File: config.mk
export PLATFORM = sky130hd
export DESIGN_NAME = cpu_top
export DESIGN_NICKNAME = d
export VERILOG_FILES = /design/src/cpu_pkg.sv /design/src/cpu_top.sv /design/src/cpu_memory.sv /design/src/cpu_pointers.sv /design/src/cpu_regs.sv /design/src/cpu_alu.sv /design/src/cpu_control.sv
export VERILOG_INCLUDE_DIRS = /design/src
export SDC_FILE = /design/constraint.sdc
export NUM_CORES = 2
export LEC_CHECK = 0
export ABC_AREA = 0
export BUFFER_PORTS_ARGS = -buffer_cell sky130_fd_sc_hd__buf_4
export CAP_MARGIN = 30
export CORE_AREA = 2 2 397 497
export CTS_BUF_LIST = sky130_fd_sc_hd__clkbuf_8
export CTS_CLUSTER_DIAMETER = 120
export DETAILED_ROUTE_END_ITERATION = 8
export DIE_AREA = 0 0 399 499
export GPL_TIMING_DRIVEN = 0
export PLACE_DENSITY = 0.71
export SLEW_MARGIN = 15
export SYNTH_ARGS = -nofsm -noshare
export SYNTH_HDL_FRONTEND = slang
export SYNTH_HIERARCHICAL = 1
export SYNTH_SLANG_ARGS = --single-unit
File: constraint.sdc
create_clock -name clk -period 14.97 [get_ports clk]
set_clock_uncertainty 0.15 [all_clocks]
set_input_delay 0.7485 -clock clk [delete_from_list [all_inputs] [get_ports clk]]
set_output_delay 0.7485 -clock clk [all_outputs]
set_load 0.02 [all_outputs]
File: src/cpu_config.svh
`ifndef CPU_CONFIG_SVH
`define CPU_CONFIG_SVH

// core widths
`define CPU_ADDR_W 16           // IP and DP width
`define CPU_DATA_W 8            // register and memory byte

// internal RAM size in bytes
// addresses wrap modulo this depth
`define CPU_RAM_DEPTH 256

`endif
File: src/cpu_pkg.sv
`include "cpu_config.svh"

package cpu_pkg;

    typedef logic [`CPU_ADDR_W-1:0] addr_t;
    typedef logic [`CPU_DATA_W-1:0] data_t;
    typedef logic [7:0] instr_t;
    typedef logic [3:0] flags_t;    // {v, n, c, z}

    // bit positions inside flags_t, also the Jc flag select
    localparam int FLAG_Z = 0;
    localparam int FLAG_C = 1;
    localparam int FLAG_N = 2;
    localparam int FLAG_V = 3;

    typedef enum logic [3:0] {
        ALU_ADD,  ALU_ADC, ALU_SUB, ALU_SBC,
        ALU_AND,  ALU_OR,  ALU_XOR, ALU_PASS,
        ALU_INC,  ALU_DEC, ALU_SHL, ALU_SHR,
        ALU_ROL,  ALU_ROR, ALU_NOT, ALU_CMP
    } alu_op_e;

    typedef enum logic [1:0] {
        ST_FETCH, ST_DECODE, ST_EXEC, ST_WB
    } ctrl_state_e;

    // code 0 reads as zero on the ALU side, writes a as destination
    typedef enum logic [1:0] {
        REG_ZA, REG_B, REG_PL, REG_PH
    } reg_sel_e;

    typedef struct packed {
        logic     we_a;
        logic     we_b;
        logic     we_pl;        // pl and ph together load old IP on a swap
        logic     we_ph;
        reg_sel_e src_sel;
        logic     wr_from_mem;  // memory byte instead of ALU result
        logic     we_flags;
    } dp_ctrl_t;

    typedef struct packed {
        logic ip_inc;
        logic swap_p;
        logic addr_dp;          // address from DP instead of IP
    } ptr_ctrl_t;

    typedef struct packed {
        addr_t addr;
        data_t data;
    } trace_t;

endpackage

File: src/cpu_top.sv
`timescale 1ns/100ps

module cpu_top import cpu_pkg::*; (
    input  logic   clk,
    input  logic   rst,
    input  logic   run,
    input  logic   prog_we,
    input  addr_t  prog_addr,
    input  data_t  prog_data,
    output logic   retire,
    output addr_t  retire_ip,
    output logic   store_valid,
    output trace_t store_trace
);

    dp_ctrl_t  dp_ctrl;
    ptr_ctrl_t ptr_ctrl;
    alu_op_e   alu_op;
    logic      dir;
    logic      mem_we;
    logic      retire_d;
    flags_t    flags, alu_flags;
    data_t     alu_x, alu_y, alu_result;
    data_t     store_data, rdata;
    addr_t     dp, ip, addr;

    cpu_control u_control (
        .clk         (clk),
        .rst         (rst),
        .run         (run),
        .rdata       (rdata),
        .flags       (flags),
        .dp_ctrl     (dp_ctrl),
        .ptr_ctrl    (ptr_ctrl),
        .alu_op      (alu_op),
        .dir         (dir),
        .mem_we      (mem_we),
        .retire      (retire),
        .store_valid (store_valid)
    );

    cpu_alu u_alu (
        .op        (alu_op),
        .x         (alu_x),
        .y         (alu_y),
        .carry_in  (flags[FLAG_C]),
        .result    (alu_result),
        .flags_out (alu_flags)
    );

    cpu_regs u_regs (
        .clk        (clk),
        .rst        (rst),
        .ctrl       (dp_ctrl),
        .dir        (dir),
        .mem_data   (rdata),
        .alu_result (alu_result),
        .alu_flags  (alu_flags),
        .ip         (ip),
        .alu_x      (alu_x),
        .alu_y      (alu_y),
        .store_data (store_data),
        .flags      (flags),
        .dp         (dp)
    );

    cpu_pointers u_pointers (
        .clk  (clk),
        .rst  (rst),
        .ctrl (ptr_ctrl),
        .dp   (dp),
        .addr (addr),
        .ip   (ip)
    );

    cpu_memory u_memory (
        .clk       (clk),
        .run       (run),
        .addr      (addr),
        .we        (mem_we),
        .wdata     (store_data),
        .prog_we   (prog_we),
        .prog_addr (prog_addr),
        .prog_data (prog_data),
        .rdata     (rdata)
    );

    // the cycle after a retire is the next fetch, IP is that instruction's address
    always_ff @(posedge clk or negedge rst) begin
        if (!rst) begin
            retire_d  <= 1'b0;
            retire_ip <= '0;
        end else begin
            retire_d <= retire;
            if (retire_d)
                retire_ip <= ip;   // held until LDI moves IP
        end
    end

    assign store_trace.addr = addr;        // DP during ST exec
    assign store_trace.data = store_data;

endmodule

File: src/cpu_memory.sv
`timescale 1ns/100ps
`include "cpu_config.svh"

module cpu_memory import cpu_pkg::*; (
    input  logic  clk,
    input  logic  run,
    input  addr_t addr,
    input  logic  we,
    input  data_t wdata,
    input  logic  prog_we,
    input  addr_t prog_addr,
    input  data_t prog_data,
    output data_t rdata
);

    localparam int IDX_W = $clog2(`CPU_RAM_DEPTH);

    data_t            ram [`CPU_RAM_DEPTH];
    logic [IDX_W-1:0] idx;
    logic [IDX_W-1:0] prog_idx;
    logic             load_wr;

    // upper address bits are ignored, so addresses wrap
    assign idx      = addr[IDX_W-1:0];
    assign prog_idx = prog_addr[IDX_W-1:0];
    assign load_wr  = prog_we & ~run;   // loader only while stopped

    always_ff @(posedge clk) begin
        if (load_wr)
            ram[prog_idx] <= prog_data;
        else if (we)
            ram[idx] <= wdata;
        rdata <= ram[idx];  // old contents on a same-address write
    end

endmodule

File: src/cpu_pointers.sv
`timescale 1ns/100ps

module cpu_pointers import cpu_pkg::*; (
    input  logic      clk,
    input  logic      rst,
    input  ptr_ctrl_t ctrl,
    input  addr_t     dp,
    output addr_t     addr,
    output addr_t     ip
);

    addr_t ip_nx;

    // swap and increment never come together
    always_comb begin
        ip_nx = ip;
        if (ctrl.swap_p)
            ip_nx = dp;
        else if (ctrl.ip_inc)
            ip_nx = ip + 1'b1;
    end

    always_ff @(posedge clk or negedge rst) begin
        if (!rst)
            ip <= '0;       // execution starts at address 0
        else
            ip <= ip_nx;
    end

    assign addr = ctrl.addr_dp ? dp : ip;   // LD and ST go through DP

endmodule

File: src/cpu_regs.sv
`timescale 1ns/100ps

module cpu_regs import cpu_pkg::*; (
    input  logic     clk,
    input  logic     rst,
    input  dp_ctrl_t ctrl,
    input  logic     dir,
    input  data_t    mem_data,
    input  data_t    alu_result,
    input  flags_t   alu_flags,
    input  addr_t    ip,          // old IP for the swap
    output data_t    alu_x,
    output data_t    alu_y,
    output data_t    store_data,
    output flags_t   flags,
    output addr_t    dp
);

    data_t a, b, pl, ph;
    data_t sel_val;
    data_t wr_data;
    logic  pair_wr;

    always_comb begin
        case (ctrl.src_sel)
            REG_B:   sel_val = b;
            REG_PL:  sel_val = pl;
            REG_PH:  sel_val = ph;
            default: sel_val = '0;   // operand code 0 is the constant zero
        endcase
    end

    // dir 1 turns the selected register into the destination side
    assign alu_x      = dir ? sel_val : a;
    assign alu_y      = dir ? a : sel_val;
    assign store_data = (ctrl.src_sel == REG_B) ? b : a;
    assign wr_data    = ctrl.wr_from_mem ? mem_data : alu_result;
    assign pair_wr    = ctrl.we_pl & ctrl.we_ph & ~ctrl.wr_from_mem;
    assign dp         = {ph, pl};

    always_ff @(posedge clk or negedge rst) begin
        if (!rst) begin
            a     <= '0;
            b     <= '0;
            pl    <= '0;
            ph    <= '0;
            flags <= '0;
        end else begin
            if (ctrl.we_a) a <= wr_data;
            if (ctrl.we_b) b <= wr_data;
            if (pair_wr) begin
                {ph, pl} <= ip;      // jump swap
            end else begin
                if (ctrl.we_pl) pl <= wr_data;
                if (ctrl.we_ph) ph <= wr_data;
            end
            if (ctrl.we_flags) flags <= alu_flags;
        end
    end

endmodule

File: src/cpu_alu.sv
`timescale 1ns/100ps

module cpu_alu import cpu_pkg::*; (
    input  alu_op_e op,
    input  data_t   x,
    input  data_t   y,
    input  logic    carry_in,
    output data_t   result,
    output flags_t  flags_out
);

    localparam int W = $bits(data_t);

    logic [W:0] sum;        // extra bit holds carry or borrow
    data_t      val;        // value the z and n flags look at
    logic       c, v;

    always_comb begin
        sum    = '0;
        val    = '0;
        c      = 1'b0;
        v      = 1'b0;
        result = '0;
        case (op)
            ALU_ADD, ALU_ADC: begin
                sum = {1'b0, x} + {1'b0, y} + {{W{1'b0}}, carry_in & (op == ALU_ADC)};
                c   = sum[W];
                v   = (x[W-1] == y[W-1]) && (sum[W-1] != x[W-1]);
                val = sum[W-1:0];
            end
            ALU_SUB, ALU_SBC, ALU_CMP: begin
                sum = {1'b0, x} - {1'b0, y} - {{W{1'b0}}, carry_in & (op == ALU_SBC)};
                c   = sum[W];             // borrow
                v   = (x[W-1] != y[W-1]) && (sum[W-1] != x[W-1]);
                val = sum[W-1:0];
            end
            ALU_INC: begin
                sum = {1'b0, x} + 1'b1;
                c   = sum[W];
                v   = ~x[W-1] & sum[W-1];
                val = sum[W-1:0];
            end
            ALU_DEC: begin
                sum = {1'b0, x} - 1'b1;
                c   = sum[W];
                v   = x[W-1] & ~sum[W-1];
                val = sum[W-1:0];
            end
            ALU_AND:  val = x & y;
            ALU_OR:   val = x | y;
            ALU_XOR:  val = x ^ y;
            ALU_PASS: val = y;                 // plain move
            ALU_NOT:  val = ~x;
            ALU_SHL:  begin val = {x[W-2:0], 1'b0};    c = x[W-1]; end
            ALU_SHR:  begin val = {1'b0, x[W-1:1]};    c = x[0];   end
            ALU_ROL:  begin val = {x[W-2:0], x[W-1]};  c = x[W-1]; end
            ALU_ROR:  begin val = {x[0], x[W-1:1]};    c = x[0];   end
            default: ;
        endcase
        result = (op == ALU_CMP) ? x : val;   // cmp leaves the operand as is

        flags_out         = '0;
        flags_out[FLAG_Z] = val == '0;
        flags_out[FLAG_C] = c;
        flags_out[FLAG_N] = val[W-1];
        flags_out[FLAG_V] = v;
    end

endmodule

File: src/cpu_control.sv
`timescale 1ns/100ps

// ALU: 0oooodrr   LD: 1000__rr   LDI: 1010__rr   ST: 1011___s
// Jc:  11000iff   JMP: 11001___
module cpu_control import cpu_pkg::*; (
    input  logic      clk,
    input  logic      rst,
    input  logic      run,
    input  data_t     rdata,
    input  flags_t    flags,
    output dp_ctrl_t  dp_ctrl,
    output ptr_ctrl_t ptr_ctrl,
    output alu_op_e   alu_op,
    output logic      dir,
    output logic      mem_we,
    output logic      retire,
    output logic      store_valid
);

    ctrl_state_e state, state_nx;
    instr_t      ir;
    logic        is_alu, is_ld, is_ldi, is_st, is_jmp, is_cmp;
    logic        two_step;      // LD and LDI need the wb cycle
    logic        take;
    reg_sel_e    dst;
    reg_sel_e    wr_sel;
    logic        wr_en;

    assign is_alu   = ~ir[7];
    assign is_ld    = ir[7:4] == 4'b1000;
    assign is_ldi   = ir[7:4] == 4'b1010;
    assign is_st    = ir[7:4] == 4'b1011;
    assign is_jmp   = ir[7:6] == 2'b11;   // Jc and JMP
    assign is_cmp   = is_alu && (alu_op == ALU_CMP);
    assign two_step = is_ld | is_ldi;
    assign dst      = reg_sel_e'(ir[1:0]);

    // bit 3 forces the jump, bit 2 inverts the selected flag
    assign take = ir[3] | (ir[2] ^ flags[ir[1:0]]);

    always_ff @(posedge clk or negedge rst) begin
        if (!rst) begin
            state <= ST_FETCH;
            ir    <= '0;
        end else begin
            state <= state_nx;
            if (state == ST_DECODE)
                ir <= rdata;      // fetch data arrives here
        end
    end

    always_comb begin
        case (state)
            ST_FETCH:  state_nx = run ? ST_DECODE : ST_FETCH;
            ST_DECODE: state_nx = ST_EXEC;
            ST_EXEC:   state_nx = two_step ? ST_WB : ST_FETCH;
            default:   state_nx = ST_FETCH;
        endcase
    end

    assign alu_op      = alu_op_e'(ir[6:3]);
    assign dir         = ir[2];
    assign retire      = ((state == ST_EXEC) && !two_step) || (state == ST_WB);
    assign store_valid = (state == ST_EXEC) && is_st;
    assign mem_we      = store_valid;

    always_comb begin
        dp_ctrl         = '0;
        dp_ctrl.src_sel = dst;
        ptr_ctrl        = '0;
        wr_en           = 1'b0;
        wr_sel          = dst;

        case (state)
            ST_DECODE: begin
                // LDI steps IP onto its immediate before exec reads it
                ptr_ctrl.ip_inc = rdata[7:4] == 4'b1010;
            end
            ST_EXEC: begin
                ptr_ctrl.addr_dp = is_ld | is_st;
                if (is_jmp && take) begin
                    ptr_ctrl.swap_p = 1'b1;
                    dp_ctrl.we_pl   = 1'b1;   // both set means pair load
                    dp_ctrl.we_ph   = 1'b1;
                end else if (!two_step) begin
                    ptr_ctrl.ip_inc = 1'b1;
                end
                if (is_st)
                    dp_ctrl.src_sel = ir[0] ? REG_B : REG_ZA;
                if (is_alu) begin
                    dp_ctrl.we_flags = 1'b1;
                    wr_en  = !is_cmp;         // cmp only updates flags
                    wr_sel = dir ? dst : REG_ZA;
                end
            end
            ST_WB: begin
                ptr_ctrl.ip_inc     = 1'b1;
                dp_ctrl.wr_from_mem = 1'b1;
                wr_en               = 1'b1;
            end
            default: ;
        endcase

        dp_ctrl.we_a  = wr_en && (wr_sel == REG_ZA);
        dp_ctrl.we_b  = wr_en && (wr_sel == REG_B);
        dp_ctrl.we_pl = dp_ctrl.we_pl | (wr_en && (wr_sel == REG_PL));
        dp_ctrl.we_ph = dp_ctrl.we_ph | (wr_en && (wr_sel == REG_PH));
    end

endmodule

==> metrics.txt <==
CTS tree done; gpl congestion 0.969; first-pass GRT wire length 375,000 microns; Core Util, Final 50.4%; hold_ws 0.249 ns; initial core utilization 44.8%; final net count 5,181; Avg WL per Cell 34.4 microns; asr flop ratio synth 3.70%; LEAKAGE 31.6 nW; final hold viol count 0; PostCTS Resize Cnt 0; multiplexer area fraction after synthesis 14.4%; min Tclk post-route 6.51 ns; clock-pin slew on the worst setup and hold paths 0.07 ns; Hold Path Sink u_memory/ram[26][3]; Die Ht 499 microns; gr usage total 27.1%; routed wire length 273,000 microns; share of cells above drive strength 1 23.4%; FMAX 154 MHz; period utilisation layout 43.5%; Final Power 19.6 mW; clk buf depth 4; clock sinks 2,135; Die ar. 199,000 sq um; largest family of logic cells by synthesized area multiplexers; ranking of synthesized cells by area edfxtp_1 71%, mux4_2 11%, mux2i_1 2.3%; initial antenna violation count 23; clk_lat worst skew 1.07 ns; Post-synth EDFFs 2,048; Clock Tree Root clkbuf_8; Max VDD drop 108 uV; XOR/XNOR Fraction of Synth Area 0.272%; worst-case reg-to-reg path depth 15; worst hold stages 3; CTS Buf Count 327; Design Area, Final 97,900 sq um; Synth top area share 70.7%; dpl hpwl 189,000 microns; Port Buffers 61; register bit total from synthesis 2,135; first drt pass iteration count 6; max-cap violations 0; vias per std cell 6.40; synth unique cells 94; Yosys top cell by area edfxtp_1; row cnt 181; Synth Cell Area 87,000 sq um; Max transition margin 18.8%; Main synth FF type edfxtp_1; CP arrival 7.23 ns; Yosys Warn Count 6; grt ovf 0; commonest non-fill, non-tap cells in the layout 2,048 x edfxtp_1, 410 x mux4_2, 335 x clkbuf_8; DR vias 50.7k; Compound-Gate Fraction of Synth Area 5.09%; hold_sp prog_data[3]; Iter 0 DRT Violations 7,544; Core ar. 194,000 sq um; P&R area growth vs syn 12.5%; Cells after Synth 4,628; Tightest Hold Check Type primary input to flop; Die Wd 399 microns; Max Slew Vio Count 0; # setup viols final 0; PD cells 200 nW/um^2; Crit path required time 15.69 ns; Post-Route Setup TNS 0 ns; CP Capture Type flop; leading cell type in the layout, fill and taps excluded edfxtp_1; Synth Area in Simple Gates 4.20%; RSZ-0062 raised after global routing no; R2R Setup Slk 8.46 ns; Reg-to-Reg End u_memory/rdata[0]; critical path type flop to flop; CP max FO 10; # H-tree levels 5; Mapped Avg Cell Area 18.8 sq um; Post-Synth Adder-Cell Area 0.596%; reg2reg start u_control/state[1]; startpoint types flop; setup bufs post-CTS 0; largest net degree at the start of global routing 81; number of global-route vias before repair 49.2k; post-route antenna net violation count 0; Ports 70; status complete, no violations; Synth Net Count 4,695; worst-margin pin slew 1.22 ns; placed cell areas 91,900 sq um; Seq/Total Area, Yosys 73.2%; DRC viols 0
-- how the worst max path moves through the flow --
stage                             from                    to  slack [ns]  cells past startpoint
detailed placement  u_control/state[1]  u_memory/ram[153][2]        8.71                     14
CTS                 u_control/state[1]  u_memory/ram[148][2]        8.69                     14
floorplan           u_control/state[1]    u_memory/ram[0][0]        9.05                     11
global route        u_control/state[1]  u_memory/ram[148][7]        8.44                     14
global placement    u_control/state[1]  u_memory/ram[148][1]        4.26                      9
finish              u_control/state[1]     u_memory/rdata[0]        8.46                     15
-- cell type report --
type | count | area [sq um]
Multi-Input combinational cell | 2159 | 21500
Tap cell | 2562 | 3210
Buffer | 296 | 1870
Sequential cell | 2135 | 63600
Antenna cell | 7 | 17.5
Timing Repair Buffer | 157 | 1730
Clock inverter | 224 | 1160
Fill cell | 15500 | 96400
Inverter | 38 | 145
Clock buffer | 335 | 4610
-- what timing repair did --
item	CTS	global route
hold buffers	4	0
endpoints found under the setup margin	0	0
endpoints found under the hold margin	80	0
-- cell usage after synthesis (all sizes together) (6+ instances only) --
master   instances
a211oi          36
a21oi          133
a221oi          30
a22o            13
a22oi          155
a31oi           31
a32oi            9
and2            13
and3            10
buf            176
clkbuf         120
dfrtp           79
dfxtp            8
edfxtp        2048
ha              35
inv             37
mux2            75
mux2i          199
mux4           425
nand2          128
nand2b          33
nand3           33
nand3b          23
nand4           14
nor2           323
nor2b           49
nor3            22
nor3b            7
nor4            32
nor4b           10
o2111ai          6
o211ai          11
o21a            13
o21ai           94
o221ai          40
o22ai           37
or2             19
or3             16
xnor2           18
xor2             9
-- where the power goes --
part	internal, mW	switching [mW]
clock network	2.22	2.18
registers	6.75	0.141
logic	2.85	5.41
-- worst max-delay path, stage by stage (launching register included) --
cell and delay (ns):
dfrtp_1 0.32, buf_2 0.19, and2b_1 0.22, nand3b_1 0.16, a21oi_1 0.16, buf_2 0.27, mux2_2 0.36, buf_2 0.44
buf_2 0.49, buf_1 0.68, mux4_1 0.45, o211ai_1 0.83, nand4_1 0.48, a221oi_1 0.81, nor4_2 0.12, buf_2 0.23
-- through the flow --
step / cells / worst slack (ns)
after global placement: 7251 / 4.26
after detailed placement: 7324 / 8.71
after CTS: 7887 / 8.69
after floorplan: 4628 / 9.05
final: 7913 / 8.46
after global routing: 7907 / 8.44
-- logic make-up after synthesis --
logic type | Yosys count
DFF | 2135
and+or+nand+nor | 744
muxes | 699
AOI/OAI and AO/OA | 650
buffers and inverters | 334
adders and majority gates | 39
xor gates and xnor gates | 27
-- registers in the layout, indices dropped and copies added, names as in the netlist, 2 cells and up --
signal,cells
retire_ip,16
u_control/ir,8
u_control/state,2
u_memory/ram,2048
u_memory/rdata,8
u_pointers/ip,16
u_regs/a,8
u_regs/b,8
u_regs/flags,4
u_regs/ph,8
u_regs/pl,8
-- metal layers --
metal  wire length [microns]  track usage [%]  up-vias
met1                   91200             32.8    26000
met4                   21200             17.9       20
met2                  127000             42.6     3816
li1                        -                -    20000
met5                     131                0        -
met3                   32500             7.37      865
Note: power is estimated with default switching activity, not from simulation.
